File: src/logic/flash_boot_pkg.sv
// shared widths and types for the flash boot subsystem
// spi read opcode and the reader state encoding
package flash_boot_pkg;

    // boot ram holds 2**RAM_ADDR_BITS words
    localparam int RAM_ADDR_BITS = 8;

    // byte address into the serial flash, 16 MB space
    typedef logic [23:0] flash_addr_t;

    // data word as assembled by the reader, byte 0 in bits 7:0
    typedef logic [31:0] word_t;

    // cpu word offset into the flash user region
    typedef logic [17:0] cpu_offset_t;

    // word index into the boot ram
    typedef logic [RAM_ADDR_BITS-1:0] ram_addr_t;

    // standard slow read, no dummy cycles
    localparam logic [7:0] READ_CMD = 8'h03;

    // reader fsm
    // IDLE  cs high, waiting for a request
    // CMD   shifting out opcode and 24-bit address
    // DATA  shifting in one 32-bit word
    // HOLD  cs held low between sequential words
    typedef enum logic [1:0] {
        IDLE,
        CMD,
        DATA,
        HOLD
    } spi_state_t;

endpackage

File: src/logic/flash_read_if.sv
// word read channel from the dma to the spi reader
// requester drives valid/cont/addr, server answers with ready/rdata
`timescale 1ns/1ps

interface flash_read_if;
    import flash_boot_pkg::*;

    // request side, held steady until ready
    logic        valid;
    logic        cont;
    flash_addr_t addr;

    // one-cycle completion pulse, rdata held until the next word
    logic        ready;
    word_t       rdata;

    modport requester (
        output valid, cont, addr,
        input  ready, rdata
    );

    modport server (
        input  valid, cont, addr,
        output ready, rdata
    );

endinterface

File: src/logic/spi_flash_reader.sv
// spi master reading 32-bit words from a serial flash
// read command plus address, then bytes packed lsb first
// cs stays low between words when the requester asks to continue
`timescale 1ns/1ps

module spi_flash_reader (
    input  logic            clk,
    input  logic            reset,
    flash_read_if.server    rd,
    output logic            sck,
    output logic            csn,
    output logic            mosi,
    input  logic            miso
);
    import flash_boot_pkg::*;

    spi_state_t  state;

    // counts bit times within the command phase and within a data word
    logic [4:0]  bit_cnt;

    // command/address out during CMD, data in during DATA
    word_t       shreg;

    logic        start;
    logic        fall_edge;
    logic        last_bit;

    // ignore the request in the cycle of our own ready pulse,
    // the requester only updates valid/addr on that edge
    assign start = (state == IDLE) && rd.valid && !rd.ready;

    // sck high now means the next clk edge drives it low
    assign fall_edge = sck;
    assign last_bit  = fall_edge && (bit_cnt == 5'd31);

    // mosi only carries opcode and address, quiet otherwise
    assign mosi = (state == CMD) ? shreg[31] : 1'b0;

    always_ff @(posedge clk) begin
        if (reset) begin
            state   <= IDLE;
            csn     <= 1'b1;
            sck     <= 1'b0;
            bit_cnt <= '0;
            rd.ready <= 1'b0;
        end else begin
            rd.ready <= 1'b0;

            case (state)
                IDLE: begin
                    if (start) begin
                        csn     <= 1'b0;
                        bit_cnt <= '0;
                        state   <= CMD;
                    end
                end

                CMD: begin
                    sck <= !sck;
                    // advance on the falling sck edge
                    if (fall_edge) begin
                        bit_cnt <= bit_cnt + 5'd1;
                        if (last_bit) begin
                            state <= DATA;
                        end
                    end
                end

                DATA: begin
                    sck <= !sck;
                    if (fall_edge) begin
                        bit_cnt <= bit_cnt + 5'd1;
                    end
                    if (last_bit) begin
                        rd.ready <= 1'b1;
                        // cont decides whether the burst stays open
                        if (rd.cont) begin
                            state <= HOLD;
                        end else begin
                            csn   <= 1'b1;
                            state <= IDLE;
                        end
                    end
                end

                HOLD: begin
                    // sequential word needs no new command
                    if (!rd.ready) begin
                        if (rd.valid) begin
                            bit_cnt <= '0;
                            state   <= DATA;
                        end else if (!rd.cont) begin
                            csn   <= 1'b1;
                            state <= IDLE;
                        end
                    end
                end

                default: begin
                    state <= IDLE;
                end
            endcase
        end
    end

    // shift path, no reset needed on payload
    always_ff @(posedge clk) begin
        if (start) begin
            shreg <= {READ_CMD, rd.addr};
        end else if (state == CMD && fall_edge) begin
            shreg <= {shreg[30:0], 1'b0};
        end else if (state == DATA && !sck) begin
            // miso sampled as sck rises
            shreg <= {shreg[30:0], miso};
        end

        // first byte received lands in the low byte
        if (state == DATA && last_bit) begin
            rd.rdata <= {shreg[7:0], shreg[15:8], shreg[23:16], shreg[31:24]};
        end
    end

endmodule

File: src/flat_wrapper.sv
// flat-port wrapper written by rule: the top's interface ports become plain ports
module spi_flash_reader_flat import flash_boot_pkg::*;
  (clk, reset, sck, csn, mosi, miso, rd_valid, rd_cont, rd_addr, rd_ready, rd_rdata);
  flash_read_if rd_i ();
  input  logic clk;
  input  logic reset;
  output logic sck;
  output logic csn;
  output logic mosi;
  input  logic miso;
  input wire logic [$bits(rd_i.valid)-1:0] rd_valid;
  input wire logic [$bits(rd_i.cont)-1:0] rd_cont;
  input wire logic [$bits(rd_i.addr)-1:0] rd_addr;
  output wire logic [$bits(rd_i.ready)-1:0] rd_ready;
  output wire logic [$bits(rd_i.rdata)-1:0] rd_rdata;
  assign rd_i.valid = rd_valid;
  assign rd_i.cont = rd_cont;
  assign rd_i.addr = rd_addr;
  assign rd_ready = rd_i.ready;
  assign rd_rdata = rd_i.rdata;
  spi_flash_reader u_core (.clk(clk), .reset(reset), .rd(rd_i), .sck(sck), .csn(csn), .mosi(mosi), .miso(miso));
endmodule
File: config.mk
export PLATFORM = sky130hd
export DESIGN_NAME = spi_flash_reader_flat
export DESIGN_NICKNAME = d
export VERILOG_FILES = /design/src/logic/flash_boot_pkg.sv /design/src/logic/flash_read_if.sv /design/src/logic/spi_flash_reader.sv /design/src/flat_wrapper.sv
export SDC_FILE = /design/constraint.sdc
export NUM_CORES = 1
export LEC_CHECK = 0
export ABC_AREA = 0
export BUFFER_PORTS_ARGS = -buffer_cell sky130_fd_sc_hd__buf_2
export CAP_MARGIN = 20
export CORE_ASPECT_RATIO = 0.75
export CORE_MARGIN = 3
export CORE_UTILIZATION = 45
export CTS_CLUSTER_SIZE = 12
export DETAILED_ROUTE_END_ITERATION = 7
export GPL_TIMING_DRIVEN = 0
export PLACE_DENSITY = 0.7
export SLEW_MARGIN = 10
export SYNTH_ARGS = -nofsm -noshare
export SYNTH_HDL_FRONTEND = slang
export SYNTH_SLANG_ARGS = --single-unit
File: constraint.sdc
create_clock -name clk -period 2.2 [get_ports clk]
set_input_delay 0.33 -clock clk [delete_from_list [all_inputs] [get_ports clk]]
set_output_delay 0.33 -clock clk [all_outputs]
set_load 0.02 [all_outputs]
==> impl_metrics.toml <==
[clock_tree]
clk_path_buf_depth = 2
path_clk_slew_ps = 70
cts_tree = "yes"
clockRootBuffer = "clkbuf_8"
cts_made_buffers = 9
insertion_delay_ps = 330
h-tree-depth = 3
cts_sinks = 74

[worst_setup_path]
worstPathArrival_ps = 1910
start_kind = "register"
critPathCaptureType = "register"
worst_ep_required_time_ps = 2160
worstSetupPathType = "register to register"
path_max_fanout = 33

[logic_synthesis]
ys_seq_area_frac = 0.700
synth-simple-area-share = 0.152
synth_compound_area_frac = 0.0484
synth.distinct_cells = 36
synth_ff_type = "edfxtp_1"
synthCells = 230
synth_mux_area_frac = 0.0386
yosysWarnings = 0
synth_seq_cells = 74
syn_avg_cell_area_um2 = 12.7
synth_edf_count = 56
synth_top_family_by_area = "simple AND/OR/NAND/NOR gates"
syn-num-nets = 266
yosys.area_share.xor_xnor = 0.00900
synth_adder_area_share = 0.0300
async_flop_share = 0
netlist_area_um2 = 2920

[power]
ir_drop_uv = 572
p_leak_nw = 1.52
power_density_nw_per_um2 = 1220

[route]
drc = 0
drt-total-wl_um = 5320
wl_per_cell_um = 13.7
dr.pass1.iters = 4
vias = 1862
detail_route.vias_per_cell = 4.81
drtIter0Drc = 74
final_antenna_net_count = 0

[floorplanning]
core_area_um2 = 6040
die_area_um2 = 7500
die_h_um = 75.8
initial_utilization = 0.484
rows = 24
die_w_um = 99
ios = 65

[place]
routabilityCongestion = 0.853
io_buffers = 63
post-dp-hpwl_um = 3670
placed_cell_area_um2 = 3330

[sta]
skew_ps = 5.31
timing.fmax_mhz = 514
fin_crit_ps = 1940
maxSlewHeadroom = 0.487
setup_viol = 0
timing.final.crit_share = 0.884
whs_ps = 255
slew_viol_final = 0
hold_violations = 0
rsz0062_at_grt = "false"
worst_pin_slew_ps = 770

[cells_and_area]
final_cell_area_um2 = 3520
synthToLayoutAreaGrowth_pct = 20.7
multi_input_area_um2 = 818
fin_nets = 340
num_antenna_cells = 0
fillCellCount = 509
drive_gt1_frac = 0.307
regArea_um2 = 2040

[global_routing]
grt.overflow.total = 0
track_usage = 0.150
antenna_found_initial = 0
grt_pass1_wl_um = 8430
grt_max_degree = 34
first_global_vias = 1695

[hold_path]
min_path_type = "input pin to register"

[job]
maxCapViolCount = 0

[outcome]
status = "completed"
## cells in the mapped netlist (2+ instances only)
master,instances,area share
nand2_1,78,0.10
edfxtp_1,56,0.58
dfxtp_1,18,0.12
mux2i_1,9,0.031
ha_1,7,0.030
a21oi_1,6,0.010
nor2_1,6,0.0077
nor2_2,6,0.013
buf_4,4,0.010
inv_1,3,0.0039
o211ai_1,3,0.0077
xor2_1,3,0.0090
a311oi_1,2,0.0060
and2_1,2,0.0043
and3_1,2,0.0043
buf_2,2,0.0034
nor2b_1,2,0.0043
o2111ai_1,2,0.0060
o21ai_1,2,0.0034
## cells in the final DEF (no fill, tap or decap), types with 3 or more instances in the layout
master,instances
buf_4,4
edfxtp_1,56
ha_1,7
o211ai_1,3
dfxtp_1,18
nor2_2,6
inv_1,3
mux2i_1,9
xor2_1,3
clkbuf_8,9
buf_2,65
a21oi_1,6
nor2_1,6
nand2_1,77
## area by class of cell
| class | instances | area share |
|---|---|---|
| buffer | 8 | 0.0156 |
| clock buffer | 10 | 0.0362 |
| clock inverter | 6 | 0.0160 |
| inverter | 3 | 0.00320 |
| multi-input combinational | 145 | 0.232 |
| sequential | 74 | 0.580 |
| tap | 78 | 0.0277 |
| timing repair buffer | 63 | 0.0895 |
## state kept, by name (all words and copies together), names as in the netlist
signal           cells
u_core.rd.rdata     32
u_core.shreg        32
u_core.bit_cnt       5
u_core.state         2
u_core.csn           1
u_core.rd.ready      1
u_core.sck           1
## power by group
part | internal, W | switching (W)
logic | 0.000391 | 0.000718
registers | 0.00202 | 0.000170
clock network | 0.000517 | 0.000471
total | 0.00293 | 0.00136
## critical path, stage by stage (launching register included)
cell and delay (ps):
dfxtp_1 370, inv_1 100, ha_1 340, and3_2 760
## routing by layer
layer | up-vias | track usage | wire length [µm]
met5 | - | 0 | 0
met2 | 58 | 0.209 | 2300
met4 | 0 | 0.0500 | 25
met3 | 2 | 0.0640 | 419
met1 | 853 | 0.210 | 2580
li1 | 949 | - | -
## cell families after synthesis
kind of cell | after synthesis
AOI/OAI and AO/OA | 21
and+or+nand+nor | 104
buffers and inverters | 11
xor gates and xnor gates | 3
DFF | 74
adders and majority gates | 7
muxes | 10
## metrics by stage
stage / setup TNS (ps) / cells / setup slack (ps) / total power [W] / util
global placement: -6760 / 371 / -283 / 0.00329 / 0.552
finish: 0 / 387 / 256 / 0.00429 / 0.584
floorplan: 0 / 230 / 175 / 0.00301 / -
detailed placement: -7750 / 371 / -324 / 0.00333 / 0.552
global route: 0 / 387 / 85.7 / 0.00458 / 0.584
CTS: 0 / 387 / 38.3 / 0.00433 / 0.583
## worst paths after layout
kind	startpoint	end	slack, ps	depth (start not counted)
setup / recovery	u_core.state[0]$_SDFFE_PP0P_	u_core.rd.rdata[13]$_DFFE_PP_	260	3
hold / removal	rd_addr[21]	u_core.shreg[21]$_DFFE_PP_	260	3
setup reg to reg	u_core.state[0]$_SDFFE_PP0P_	u_core.rd.rdata[13]$_DFFE_PP_	260	3
hold reg to reg	u_core.shreg[0]$_DFFE_PP_	u_core.rd.rdata[24]$_DFFE_PP_	450	0
## repair_timing
| action | in CTS | in global routing |
|---|---|---|
| setup buffers | 0 | 0 |
| gates resized for setup | 1 | 1 |
| setup endpoints to repair | 24 | 24 |
| gates cloned | 0 | 0 |
| hold buffers | 0 | 0 |
Note: power is estimated with default switching activity, not from simulation.
